--- src/verilog/rv32i_config.svh ---
`ifndef RV32I_CONFIG_SVH
`define RV32I_CONFIG_SVH

// datapath width
`define XLEN 32

// integer register file
`define RF_COUNT 32
`define RF_IDX_W 5

`endif

--- src/verilog/rv32i_types.sv ---
`default_nettype none

`include "rv32i_config.svh"

package rv32i_types;

	typedef logic [`XLEN-1:0]     word_t;
	typedef logic [`RF_IDX_W-1:0] reg_idx_t;

	typedef enum logic [6:0] {
		op_lui   = 7'b0110111,
		op_auipc = 7'b0010111,
		op_jal   = 7'b1101111,
		op_jalr  = 7'b1100111,
		op_br    = 7'b1100011,
		op_load  = 7'b0000011,
		op_store = 7'b0100011,
		op_imm   = 7'b0010011,
		op_reg   = 7'b0110011
	} rv32i_opcode;

	// slots 010/011 reuse the funct3 codes of slt/sltu
	typedef enum logic [2:0] {
		alu_add = 3'b000,
		alu_sll = 3'b001,
		alu_sra = 3'b010,
		alu_sub = 3'b011,
		alu_xor = 3'b100,
		alu_srl = 3'b101,
		alu_or  = 3'b110,
		alu_and = 3'b111
	} alu_ops;

	typedef enum logic [2:0] {
		beq  = 3'b000,
		bne  = 3'b001,
		blt  = 3'b100,
		bge  = 3'b101,
		bltu = 3'b110,
		bgeu = 3'b111
	} branch_funct3_t;

	typedef enum logic [2:0] {
		lb  = 3'b000,
		lh  = 3'b001,
		lw  = 3'b010,
		lbu = 3'b100,
		lhu = 3'b101
	} load_funct3_t;

	typedef enum logic [2:0] {
		sb = 3'b000,
		sh = 3'b001,
		sw = 3'b010
	} store_funct3_t;

	typedef enum logic [2:0] {
		add  = 3'b000, // add/sub
		sll  = 3'b001,
		slt  = 3'b010,
		sltu = 3'b011,
		axor = 3'b100,
		sr   = 3'b101, // srl/sra
		aor  = 3'b110,
		aand = 3'b111
	} arith_funct3_t;

	typedef struct packed {
		rv32i_opcode    opcode;
		logic           load_regfile;
		alu_ops         aluop;
		branch_funct3_t cmpop;
		logic [2:0]     regfilemux_sel; // alu, cmp, u-imm, load, pc+4
		logic           pcmux_sel;      // jump target
		logic           alumux1_sel;    // rs1 or pc
		logic [2:0]     alumux2_sel;    // i, u, b, s, rs2, j
		logic           cmpmux_sel;     // rs2 or i-imm
		logic [1:0]     store_type;     // 0 word, 1 byte, 2 half
		logic [1:0]     load_type;
		logic           load_unsigned;
		logic           write;
		logic           read_b;
	} rv32i_control_word;

	typedef struct packed {
		word_t       pc;
		logic [31:0] instr;
	} instr_in_t;

	typedef struct packed {
		word_t             pc;
		rv32i_control_word ctrl;
		word_t             rs1_val;
		word_t             rs2_val;
		word_t             i_imm;
		word_t             s_imm;
		word_t             b_imm;
		word_t             u_imm;
		word_t             j_imm;
		reg_idx_t          rd;
	} dx_t;

	typedef struct packed {
		word_t      pc;
		word_t      next_pc;
		reg_idx_t   rd;
		logic       rd_we;
		word_t      rd_wdata;
		logic       mem_read;
		logic       mem_write;
		word_t      mem_addr;
		word_t      mem_wdata;
		logic [3:0] mem_wmask;
		logic [1:0] load_type;
		logic       load_unsigned;
	} retire_t;

	typedef struct packed {
		logic     we;
		reg_idx_t rd;
		word_t    data;
	} rf_wr_t;

endpackage : rv32i_types

`default_nettype wire

--- src/verilog/control_rom.sv ---
`default_nettype none
`timescale 1ns/1ps

module control_rom (
	input  wire rv32i_types::rv32i_opcode opcode,
	input  wire logic [2:0]               funct3,
	input  wire logic [6:0]               funct7,
	output rv32i_types::rv32i_control_word ctrl
);
	import rv32i_types::*;

	always_comb begin
		// defaults that most ops only partly override
		ctrl.opcode         = opcode;
		ctrl.load_regfile   = 1'b0;
		ctrl.aluop          = alu_ops'(funct3);
		ctrl.cmpop          = branch_funct3_t'(funct3);
		ctrl.regfilemux_sel = 3'd0;
		ctrl.pcmux_sel      = 1'b0;
		ctrl.alumux1_sel    = 1'b0;
		ctrl.alumux2_sel    = 3'd0;
		ctrl.cmpmux_sel     = 1'b0;
		ctrl.store_type     = 2'd0;
		ctrl.load_type      = 2'd0;
		ctrl.load_unsigned  = 1'b0;
		ctrl.write          = 1'b0;
		ctrl.read_b         = 1'b0;

		case (opcode)
			op_lui: begin
				ctrl.load_regfile   = 1'b1;
				ctrl.regfilemux_sel = 3'd2; // u-imm straight through
			end

			op_auipc: begin
				ctrl.load_regfile = 1'b1;
				ctrl.aluop        = alu_add;
				ctrl.alumux1_sel  = 1'b1;
				ctrl.alumux2_sel  = 3'd1;
			end

			op_jal: begin
				ctrl.load_regfile   = 1'b1;
				ctrl.regfilemux_sel = 3'd4; // link
				ctrl.pcmux_sel      = 1'b1;
				ctrl.alumux1_sel    = 1'b1; // pc + j-imm
				ctrl.alumux2_sel    = 3'd5;
				ctrl.aluop          = alu_add;
			end

			op_jalr: begin
				ctrl.load_regfile   = 1'b1;
				ctrl.regfilemux_sel = 3'd4;
				ctrl.pcmux_sel      = 1'b1; // rs1 + i-imm
				ctrl.aluop          = alu_add;
			end

			op_br: begin
				ctrl.alumux1_sel = 1'b1; // target is pc + b-imm
				ctrl.alumux2_sel = 3'd2;
				ctrl.aluop       = alu_add;
			end

			op_load: begin
				ctrl.load_regfile   = 1'b1;
				ctrl.regfilemux_sel = 3'd3;
				ctrl.aluop          = alu_add;
				ctrl.read_b         = 1'b1;
				case (load_funct3_t'(funct3))
					lb:  ctrl.load_type = 2'd1;
					lh:  ctrl.load_type = 2'd2;
					lbu: begin
						ctrl.load_type     = 2'd1;
						ctrl.load_unsigned = 1'b1;
					end
					lhu: begin
						ctrl.load_type     = 2'd2;
						ctrl.load_unsigned = 1'b1;
					end
					default: ctrl.load_type = 2'd0; // lw
				endcase
			end

			op_store: begin
				ctrl.alumux2_sel = 3'd3;
				ctrl.aluop       = alu_add;
				ctrl.write       = 1'b1;
				case (store_funct3_t'(funct3)) // size drives the byte mask later
					sb:      ctrl.store_type = 2'd1;
					sh:      ctrl.store_type = 2'd2;
					default: ctrl.store_type = 2'd0;
				endcase
			end

			op_imm: begin
				ctrl.load_regfile = 1'b1;
				case (arith_funct3_t'(funct3))
					slt: begin
						ctrl.cmpop          = blt;
						ctrl.regfilemux_sel = 3'd1;
						ctrl.cmpmux_sel     = 1'b1; // compare against i-imm
					end
					sltu: begin
						ctrl.cmpop          = bltu;
						ctrl.regfilemux_sel = 3'd1;
						ctrl.cmpmux_sel     = 1'b1;
					end
					sr: begin
						if (funct7 == 7'b0100000) begin
							ctrl.aluop = alu_sra;
						end else begin
							ctrl.aluop = alu_srl;
						end
					end
					default: ctrl.aluop = alu_ops'(funct3);
				endcase
			end

			op_reg: begin
				ctrl.load_regfile = 1'b1;
				ctrl.alumux2_sel  = 3'd4;
				case (arith_funct3_t'(funct3))
					add: begin
						if (funct7 == 7'b0100000) begin
							ctrl.aluop = alu_sub;
						end else begin
							ctrl.aluop = alu_add;
						end
					end
					slt: begin
						ctrl.cmpop          = blt;
						ctrl.regfilemux_sel = 3'd1;
					end
					sltu: begin
						ctrl.cmpop          = bltu;
						ctrl.regfilemux_sel = 3'd1;
					end
					sr: begin
						if (funct7 == 7'b0100000) begin
							ctrl.aluop = alu_sra;
						end else begin
							ctrl.aluop = alu_srl;
						end
					end
					default: ctrl.aluop = alu_ops'(funct3);
				endcase
			end

			default: ctrl = '0; // unknown opcode retires as a no-op
		endcase
	end

endmodule : control_rom

`default_nettype wire

--- src/verilog/regfile.sv ---
`default_nettype none
`timescale 1ns/1ps

`include "rv32i_config.svh"

module regfile (
	input  wire logic                 clk,
	input  wire logic                 rst_n,
	input  wire rv32i_types::rf_wr_t   rf_wr,
	input  wire rv32i_types::reg_idx_t rs1,
	input  wire rv32i_types::reg_idx_t rs2,
	output rv32i_types::word_t         rs1_val,
	output rv32i_types::word_t         rs2_val
);
	import rv32i_types::*;

	word_t regs [`RF_COUNT]; // entry 0 is never written

	always_ff @(posedge clk) begin
		if (rf_wr.we && rf_wr.rd != '0) begin
			regs[rf_wr.rd] <= rf_wr.data;
		end
	end

	// x0 reads zero and a same-cycle write wins over the stored value
	assign rs1_val = (rs1 == '0) ? '0 :
		(rf_wr.we && rf_wr.rd == rs1) ? rf_wr.data : regs[rs1];
	assign rs2_val = (rs2 == '0) ? '0 :
		(rf_wr.we && rf_wr.rd == rs2) ? rf_wr.data : regs[rs2];

	// the execute stage must already have filtered out x0 writes
	a_no_x0_write: assert property (
		@(posedge clk) disable iff (!rst_n)
		rf_wr.we |-> rf_wr.rd != '0
	) else $error("register write aimed at x0");

endmodule : regfile

`default_nettype wire

--- src/verilog/decode_stage.sv ---
`default_nettype none
`timescale 1ns/1ps

module decode_stage (
	input  wire logic                    clk,
	input  wire logic                    rst_n,
	input  wire logic                    in_valid,
	output logic                         in_ready,
	input  wire rv32i_types::instr_in_t  in,
	input  wire logic                    advance,
	output rv32i_types::reg_idx_t        rs1,
	output rv32i_types::reg_idx_t        rs2,
	input  wire rv32i_types::word_t      rs1_val,
	input  wire rv32i_types::word_t      rs2_val,
	output logic                         dx_valid,
	output rv32i_types::dx_t             dx
);
	import rv32i_types::*;

	logic [31:0]       instr;
	rv32i_opcode       opcode;
	rv32i_control_word ctrl;
	dx_t               dx_nxt;

	assign instr    = in.instr;
	assign opcode   = rv32i_opcode'(instr[6:0]);
	assign in_ready = advance; // accept whenever the dx slot moves on
	assign rs1      = instr[19:15];
	assign rs2      = instr[24:20];

	control_rom control_rom_i (
		.opcode (opcode),
		.funct3 (instr[14:12]),
		.funct7 (instr[31:25]),
		.ctrl   (ctrl)
	);

	always_comb begin
		dx_nxt.pc      = in.pc;
		dx_nxt.ctrl    = ctrl;
		dx_nxt.rs1_val = rs1_val;
		dx_nxt.rs2_val = rs2_val;
		dx_nxt.rd      = instr[11:7];
		// every immediate format is built each cycle
		dx_nxt.i_imm   = {{21{instr[31]}}, instr[30:20]};
		dx_nxt.s_imm   = {{21{instr[31]}}, instr[30:25], instr[11:7]};
		dx_nxt.b_imm   = {{20{instr[31]}}, instr[7], instr[30:25], instr[11:8], 1'b0};
		dx_nxt.u_imm   = {instr[31:12], 12'h000};
		dx_nxt.j_imm   = {{12{instr[31]}}, instr[19:12], instr[20], instr[30:21], 1'b0};
	end

	always_ff @(posedge clk or negedge rst_n) begin
		if (!rst_n) begin
			dx_valid <= 1'b0;
		end else if (advance) begin
			dx_valid <= in_valid; // bubble when nothing is offered
		end
	end

	always_ff @(posedge clk) begin
		if (advance && in_valid) begin
			dx <= dx_nxt;
		end
	end

	// a stalled instruction must sit unchanged until execute takes it
	a_dx_hold: assert property (
		@(posedge clk) disable iff (!rst_n)
		dx_valid && !advance |=> dx_valid && $stable(dx)
	) else $error("dx record changed while stalled");

endmodule : decode_stage

`default_nettype wire

--- src/verilog/exec_unit.sv ---
`default_nettype none
`timescale 1ns/1ps

`include "rv32i_config.svh"

module exec_unit (
	input  wire logic             clk,
	input  wire logic             rst_n,
	input  wire logic             dx_valid,
	input  wire rv32i_types::dx_t dx,
	output logic                  advance,
	output rv32i_types::rf_wr_t   rf_wr,
	output logic                  out_valid,
	input  wire logic             out_ready,
	output rv32i_types::retire_t  out
);
	import rv32i_types::*;

	word_t      alu_a, alu_b, alu_out;
	word_t      cmp_b, wb_val, pc_plus4, jump_target;
	logic       br_en, rd_we;
	logic [3:0] wmask;
	word_t      wdata;
	retire_t    ret_nxt;

	assign advance  = !out_valid || out_ready;
	assign pc_plus4 = dx.pc + word_t'(4);

	assign alu_a = dx.ctrl.alumux1_sel ? dx.pc : dx.rs1_val;
	always_comb begin
		case (dx.ctrl.alumux2_sel)
			3'd1:    alu_b = dx.u_imm;
			3'd2:    alu_b = dx.b_imm;
			3'd3:    alu_b = dx.s_imm;
			3'd4:    alu_b = dx.rs2_val;
			3'd5:    alu_b = dx.j_imm;
			default: alu_b = dx.i_imm;
		endcase
	end

	always_comb begin
		unique case (dx.ctrl.aluop)
			alu_add: alu_out = alu_a + alu_b;
			alu_sll: alu_out = alu_a << alu_b[4:0];
			alu_sra: alu_out = word_t'($signed(alu_a) >>> alu_b[4:0]);
			alu_sub: alu_out = alu_a - alu_b;
			alu_xor: alu_out = alu_a ^ alu_b;
			alu_srl: alu_out = alu_a >> alu_b[4:0];
			alu_or:  alu_out = alu_a | alu_b;
			alu_and: alu_out = alu_a & alu_b;
		endcase
	end

	// shared by branches and slt/sltu
	assign cmp_b = dx.ctrl.cmpmux_sel ? dx.i_imm : dx.rs2_val;
	always_comb begin
		case (dx.ctrl.cmpop)
			beq:     br_en = dx.rs1_val == cmp_b;
			bne:     br_en = dx.rs1_val != cmp_b;
			blt:     br_en = $signed(dx.rs1_val) < $signed(cmp_b);
			bge:     br_en = $signed(dx.rs1_val) >= $signed(cmp_b);
			bltu:    br_en = dx.rs1_val < cmp_b;
			bgeu:    br_en = dx.rs1_val >= cmp_b;
			default: br_en = 1'b0;
		endcase
	end

	always_comb begin
		case (dx.ctrl.regfilemux_sel)
			3'd0:    wb_val = alu_out;
			3'd1:    wb_val = word_t'(br_en);
			3'd2:    wb_val = dx.u_imm;
			3'd4:    wb_val = pc_plus4;
			default: wb_val = '0; // load data is filled in outside the core
		endcase
	end

	assign jump_target = {alu_out[`XLEN-1:1], alu_out[0] & (dx.ctrl.opcode != op_jalr)};

	// store lanes and byte mask from the low address bits
	always_comb begin
		case (dx.ctrl.store_type)
			2'd1: begin
				wdata = {4{dx.rs2_val[7:0]}};
				wmask = 4'b0001 << alu_out[1:0];
			end
			2'd2: begin
				wdata = {2{dx.rs2_val[15:0]}};
				wmask = alu_out[1] ? 4'b1100 : 4'b0011;
			end
			default: begin
				wdata = dx.rs2_val;
				wmask = 4'b1111;
			end
		endcase
	end

	assign rd_we = dx.ctrl.load_regfile && dx.ctrl.opcode != op_load && dx.rd != '0;

	always_comb begin
		ret_nxt.pc            = dx.pc;
		ret_nxt.next_pc       = dx.ctrl.pcmux_sel ? jump_target :
			(dx.ctrl.opcode == op_br && br_en) ? alu_out : pc_plus4;
		ret_nxt.rd            = dx.rd;
		ret_nxt.rd_we         = rd_we;
		ret_nxt.rd_wdata      = wb_val;
		ret_nxt.mem_read      = dx.ctrl.read_b;
		ret_nxt.mem_write     = dx.ctrl.write;
		ret_nxt.mem_addr      = alu_out;
		ret_nxt.mem_wdata     = wdata;
		ret_nxt.mem_wmask     = dx.ctrl.write ? wmask : 4'b0000;
		ret_nxt.load_type     = dx.ctrl.load_type;
		ret_nxt.load_unsigned = dx.ctrl.load_unsigned;
	end

	// write back on the same edge the instruction retires
	assign rf_wr.we   = advance && dx_valid && rd_we;
	assign rf_wr.rd   = dx.rd;
	assign rf_wr.data = wb_val;

	always_ff @(posedge clk or negedge rst_n) begin
		if (!rst_n) begin
			out_valid <= 1'b0;
		end else if (advance) begin
			out_valid <= dx_valid;
		end
	end

	always_ff @(posedge clk) begin
		if (advance && dx_valid) begin
			out <= ret_nxt;
		end
	end

	a_out_hold: assert property (
		@(posedge clk) disable iff (!rst_n)
		out_valid && !out_ready |=> out_valid && $stable(out)
	) else $error("retire record changed under back-pressure");

	a_store_mask: assert property (
		@(posedge clk) disable iff (!rst_n)
		out_valid && out.mem_write |-> out.mem_wmask != 4'b0000
	) else $error("store retired with an empty byte mask");

endmodule : exec_unit

`default_nettype wire

--- src/verilog/rv32i_exec_top.sv ---
`default_nettype none
`timescale 1ns/1ps

module rv32i_exec_top (
	input  wire logic                   clk,
	input  wire logic                   rst_n,
	input  wire logic                   in_valid,
	output logic                        in_ready,
	input  wire rv32i_types::instr_in_t in,
	output logic                        out_valid,
	input  wire logic                   out_ready,
	output rv32i_types::retire_t        out
);
	import rv32i_types::*;

	dx_t      dx;
	logic     dx_valid;
	logic     advance;
	rf_wr_t   rf_wr;
	reg_idx_t rs1_idx, rs2_idx;
	word_t    rs1_val, rs2_val;

	decode_stage decode_stage_i (
		.clk      (clk),
		.rst_n    (rst_n),
		.in_valid (in_valid),
		.in_ready (in_ready),
		.in       (in),
		.advance  (advance),
		.rs1      (rs1_idx),
		.rs2      (rs2_idx),
		.rs1_val  (rs1_val),
		.rs2_val  (rs2_val),
		.dx_valid (dx_valid),
		.dx       (dx)
	);

	regfile regfile_i (
		.clk     (clk),
		.rst_n   (rst_n),
		.rf_wr   (rf_wr),
		.rs1     (rs1_idx),
		.rs2     (rs2_idx),
		.rs1_val (rs1_val),
		.rs2_val (rs2_val)
	);

	exec_unit exec_unit_i (
		.clk       (clk),
		.rst_n     (rst_n),
		.dx_valid  (dx_valid),
		.dx        (dx),
		.advance   (advance),
		.rf_wr     (rf_wr),
		.out_valid (out_valid),
		.out_ready (out_ready),
		.out       (out)
	);

endmodule : rv32i_exec_top

`default_nettype wire

--- config.mk ---
export PLATFORM = sky130hd
export DESIGN_NAME = rv32i_exec_top
export DESIGN_NICKNAME = d
export VERILOG_FILES = /design/src/verilog/rv32i_types.sv /design/src/verilog/control_rom.sv /design/src/verilog/regfile.sv /design/src/verilog/decode_stage.sv /design/src/verilog/exec_unit.sv /design/src/verilog/rv32i_exec_top.sv
export VERILOG_INCLUDE_DIRS = /design/src /design/src/verilog
export SDC_FILE = /design/constraint.sdc
export NUM_CORES = 2
export LEC_CHECK = 0
export ABC_AREA = 0
export BUFFER_PORTS_ARGS = -buffer_cell sky130_fd_sc_hd__buf_4
export CELL_PAD_IN_SITES_DETAIL_PLACEMENT = 1
export CELL_PAD_IN_SITES_GLOBAL_PLACEMENT = 1
export CORE_UTILIZATION = 58
export CTS_CLUSTER_DIAMETER = 120
export DETAILED_ROUTE_END_ITERATION = 16
export PLACE_DENSITY_LB_ADDON = 0.1
export SLEW_MARGIN = 40
export SYNTH_ARGS = -nofsm -noshare
export SYNTH_HDL_FRONTEND = slang
export SYNTH_SLANG_ARGS = --single-unit
export TNS_END_PERCENT = 50
--- constraint.sdc ---
create_clock -name clk -period 16.4 [get_ports clk]
set_input_delay 0.82 -clock clk [delete_from_list [all_inputs] [get_ports clk]]
set_output_delay 0.82 -clock clk [all_outputs]
set_load 0.05 [all_outputs]
Yosys cells after proc, flatten, opt, wreduce, memory -nomap -nowiden
Memories as Yosys holds them, arrays and structs flattened. A register that Yosys moved wholly into a read port is not among the register bits.
Cells that the tools add are included.
W data, S select, Z words.
{ "classes": {"mux": 31, "eq_ne": 42, "bitwise": 4, "add_sub_neg": 3, "order_cmp": 4, "shift": 4, "reduce_logical": 26} }
{ "op_table": {"columns": ["cell", "count"], "rows": [
  ["$pmux W32 S8", 1],
  ["$pmux W32 S5", 1],
  ["$mux W32", 4],
  ["$pmux W32 S4", 1],
  ["$ge A32 B32 Y1", 2],
  ["$lt A32 B32 Y1", 2],
  ["$pmux W32 S2", 1],
  ["$eq A3 B3 Y1 const B", 13],
  ["$add A32 B3 Y32 const B", 1],
  ["$add A32 B32 Y32", 1],
  ["$and A32 B32 Y32", 1],
  ["$eq A32 B32 Y1", 1],
  ["$ne A32 B32 Y1", 1],
  ["$or A32 B32 Y32", 1],
  ["$shl A32 B5 Y32", 1],
  ["$shr A32 B5 Y32", 1],
  ["$sshr A32 B5 Y32", 1],
  ["$sub A32 B32 Y32", 1],
  ["$xor A32 B32 Y32", 1],
  ["$eq A7 B6 Y1 const B", 4],
  ["$eq A7 B7 Y1 const B", 4],
  ["$eq A3 B2 Y1 const B", 7],
  ["$eq A3 B1 Y1 const B", 5],
  ["$pmux W3 S5", 1],
  ["other kinds (29)", 57]
]} }
{ "totals": {"regBits": 320, "ram_bits": 1024, "out_inout_bits": 177, "n_memories": 1, "elab_cells": 150} }
{ "memory_table": {"columns": ["name", "depth", "width", "read_ports", "rd_clocked_by_memory_dff", "write_ports", "line_no", "source"], "rows": [
  ["regfile_i.regs", 32, 32, 2, 2, 1, "regfile.sv:17", "word_t regs [`RF_COUNT];"]
]} }

Depth between registers and ports, before layout
{ "depth": {"depth_word": 7, "ltp_mapped": 26, "ltp_nobuf": 20} }

Hierarchy
From an unflattened synthesis, not the netlist that was laid out.
{ "unflattened": {"cells_unflattened": 5144, "hier_area_um2": 73030.0} }
{ "modules_own_cells": {"columns": ["mod", "cells_each", "area_per_inst_um2", "instances"], "rows": [
  ["regfile", 2520, 47869.7, 1],
  ["exec_unit", 2231, 18944.4, 1],
  ["decode_stage", 306, 5719.2, 1],
  ["control_rom", 87, 496.7, 1]
]} }

Worst setup path after synthesis
OpenSTA, ideal clock, no wires.
{ "synth_path": {"kind": "input-to-reg", "from": "input port out_ready", "to": "memory regfile_i.regs[15][0] (netlist bit) (enable)", "t_arrival_ns": 7.672, "setup_slack_ns": 8.307, "path_stages": 6, "n_path_buf": 1, "required_time_ns": 15.979, "path_cell_list": "nand2b_1 > and2_1 > and2_1 > clkbuf_1 > nand3_1 > nor2_1"} }
{ "synth_between": {"elab_chain_len": 6} }
{ "synth_lines": {"columns": ["element", "line_no", "source"], "rows": [
  ["from (decl)", "rv32i_exec_top.sv:11", "input wire logic out_ready,"],
  ["$logic_or A1 B1 Y1", "exec_unit.sv:26", "assign advance = !out_valid || out_ready;"],
  ["$logic_and A1 B1 Y1 (2 in series)", "exec_unit.sv:117", "assign rf_wr.we = advance && dx_valid && rd_we;"],
  ["$logic_and A1 B1 Y1", "regfile.sv:20", "if (rf_wr.we && rf_wr.rd != '0) begin"],
  ["$mux W1", "regfile.sv:20", null],
  ["$mux W1 (not written as such)", "regfile.sv:21", "regs[rf_wr.rd] <= rf_wr.data;"],
  ["to (decl)", "regfile.sv:17", null]
]} }
Every way passes these cells.

==> flow_metrics.py <==
metrics = {
    "status": {
        "status": "finished, final reports clean",
    },
    "final_layout": {
        "fin_area_um2": 79460,
        "instances_no_fill": 6448,
        "multi_input_area_um2": 28840,
        "seqCellArea_um2": 40560,
        "fillCellCount": 10360,
        "final_nets": 4930,
        "areaGrowthSynthToFinish_pct": 12.04,
        "drive_gt1_share_pct": 29.33,
    },
    "detailed_routing": {
        "post_drt_wl_per_cell_um": 49.50,
        "drc": 0,
        "postRouteAntennaNets": 0,
        "dr.pass1.iters": 7,
        "initialDrtViolationCount": 9882,
        "drt-total-wl_um": 319200,
        "route.vias.total": 53840,
        "via_per_inst": 8.349,
    },
    "clocking": {
        "cts_resized": 0,
        "cts-root-buf": "clkbuf_16",
        "h-tree-depth": 4,
        "cts.sinks": 1351,
        "post_cts_buffers": 0,
        "clock_latency_ns": 0.82,
        "cts_tree": "built",
        "clk_path_buf_depth": 3,
        "clkTransAtPathRegs_ns": 0.06,
        "numCtsBuffers": 140,
    },
    "timing": {
        "slew_headroom_pct": 32.54,
        "max_freq_ghz": 0.1234,
        "finalCritPeriodShare_pct": 49.40,
        "tns_ns": 0,
        "timing.final.max_slew_violations": 0,
        "finalSetupViolCount": 0,
        "worstMarginPinSlew_ns": 1.012,
        "final_hold_viol_count": 0,
        "skew_ns": 0.04682,
        "rsz0062_at_grt": "no",
        "fin_hold_ws_ns": 0.1839,
        "post-route-min-period_ns": 8.102,
    },
    "global_routing": {
        "antenna_found_initial": 17,
        "grt_usage_pct": 51.27,
        "grt_first_pass_wirelength_um": 430300,
        "grt_pass1_vias": 52750,
        "overflow": 0,
        "grt_max_degree": 103,
    },
    "placed_design": {
        "dpl_cell_area_um2": 74980,
        "place.gp.congestion": 1.077,
        "hpwlAfterDp_um": 185700,
        "port_buffers": 244,
        "dpl.cell_count": 6183,
    },
    "setup_path": {
        "worstPathArrival_ns": 8.55,
        "crit_path_max_fanout": 57,
        "path_class": "flip-flop to flip-flop",
        "startpoint_type": "flip-flop",
        "critPathCaptureType": "flip-flop",
        "cp.required_ns": 16.85,
    },
    "logic_synthesis": {
        "syn_area_per_cell_um2": 15.79,
        "syn_area_um2": 70920,
        "ys.flop_type": "edfxtp_1",
        "async_flop_share_pct": 0.1480,
        "synth_commonest_cells": "1,349 x edfxtp_1, 640 x mux4_2, 193 x nand2_1",
        "synth_top_area_share_pct": 57.12,
        "ys_ff_latch": 1351,
        "synth_edf_count": 1349,
        "yosysTopAreaCell": "edfxtp_1",
        "yosysMostFrequentCell": "edfxtp_1",
        "synth_area_leaders": "edfxtp_1 57%, mux4_2 20%, ha_1 2.4%",
        "netlist_instances": 4490,
        "ys_seq_area_share_pct": 57.19,
        "yosysWarnings": 0,
        "yosys.cell_types.count": 106,
    },
    "power": {
        "power_mw": 9.247,
        "powerDensity_nw_per_um2": 116.4,
        "p_leak_nw": 26.61,
        "vdd_drop_max_mv": 0.1642,
    },
    "die": {
        "die-area_um2": 123700,
        "rows": 127,
        "start_util_pct": 58.80,
        "core_area_um2": 120600,
        "die_w_um": 351.7,
        "dieHeight_um": 351.7,
        "top_level_ports": 245,
    },
    "job": {
        "cap_violations": 0,
    },
    "min_path": {
        "worstHoldPathType": "primary input to flip-flop",
    },
}
final cells by class:
cell class	count	area share (%)
Antenna cell	9	0.02834
Clock buffer	178	4.669
Clock inverter	68	0.6724
Inverter	155	0.7369
Multi-Input combinational cell	2681	36.29
Sequential cell	1351	51.04
Tap cell	1612	2.538
Timing Repair Buffer	394	4.015
flip-flops by register name, indices dropped and copies added, names as in the netlist:
name and flops:
regfile_i.regs 1024, exec_unit_i.out 175, decode_stage_i.dx 150, decode_stage_i.dx_valid 1, exec_unit_i.out_valid 1
final timing paths:
kind | from | end | slack [ns] | depth (start not counted)
max | decode_stage_i.dx[239] | regfile_i.regs[23][27] | 8.30 | 21
min | in[56] | decode_stage_i.dx[283] | 0.18 | 1
max reg2reg | decode_stage_i.dx[239] | regfile_i.regs[23][27] | 8.30 | 21
min reg2reg | decode_stage_i.dx[232] | exec_unit_i.out[1] | 0.42 | 0
max in group asynchronous | rst_n | exec_unit_i.out_valid | 15.97 | 2
min in group asynchronous | rst_n | decode_stage_i.dx_valid | 0.34 | 2
stage by stage:
step | util (%) | worst slack, ns
3_3_place_gp | 61.95 | 8.394
5_1_grt | 65.86 | 8.116
3_5_place_dp | 62.17 | 8.290
4_1_cts | 65.70 | 8.047
2_1_floorplan | - | 8.307
6_report | 65.88 | 8.298
critical path, stage by stage (launching register included):
cell	delay, ns
edfxtp_1	0.34
buf_4	0.47
mux2i_2	0.27
buf_4	0.38
o211a_4	0.54
buf_4	0.62
ha_1	0.30
nand4_1	0.37
nor3_1	0.67
a21oi_1	0.18
xnor2_1	0.17
ha_1	0.47
nand2_1	0.10
nor2_1	0.18
nand2_1	0.09
a2111o_1	0.42
a21oi_1	0.45
a21oi_1	0.17
xnor2_1	0.19
o32a_1	0.26
a21oi_2	0.58
inv_2	0.45
timing repair:
action	in CTS	in global routing
hold endpoints to repair	2	0
hold buffers	1	0
endpoints found under the setup margin	0	0
routing by layer:
metal	GRT usage, %	share of wire, %
met2	76.57	44
met5	0	0.046
met1	60.37	31
met3	18.90	15
met4	40.01	9.8
cell usage in the layout (no fill, tap or decap), types with 14 or more instances in the layout:
master and count:
edfxtp_1 1349, a21o_1 28, buf_4 358, clkbuf_16 143, clkinv_2 15, o211ai_1 95, o21a_1 23, a22oi_1 18
mux4_2 640, o2111ai_1 30, nand2_1 192, nor3_1 47, conb_1 32, clkbuf_1 35, ha_1 137, inv_2 32
mux2i_1 82, o21ai_1 34, o21ai_0 139, nor2_1 156, mux2_2 48, nand2b_1 24, buf_6 14, a211oi_1 105
nand4_1 21, o22ai_1 56, and2_1 14, a21oi_1 155, a31oi_1 26, nand3_1 73, a221oi_1 22, clkinv_1 38
xor2_1 26, nor2_4 33, nor2b_1 75, xnor2_1 62, inv_1 119
where the power goes:
part,leakage [nW],switching (mW),internal (mW)
sequential,12.5,0.122,4.00
clock,2.05,1.51,1.67
combinational,12.0,1.35,0.586
cell families after synthesis:
family          Yosys count  synth area share, %
flops                  1351                57.19
compound gates          909                8.880
mux                     772                22.28
simple gates            741                5.132
buf+inv                 489                2.964
fa+ha+maj               139                2.463
xor+xnor                 88                1.087
other cells               1             0.005288
No activity file was read; power rests on OpenSTA's default activity.
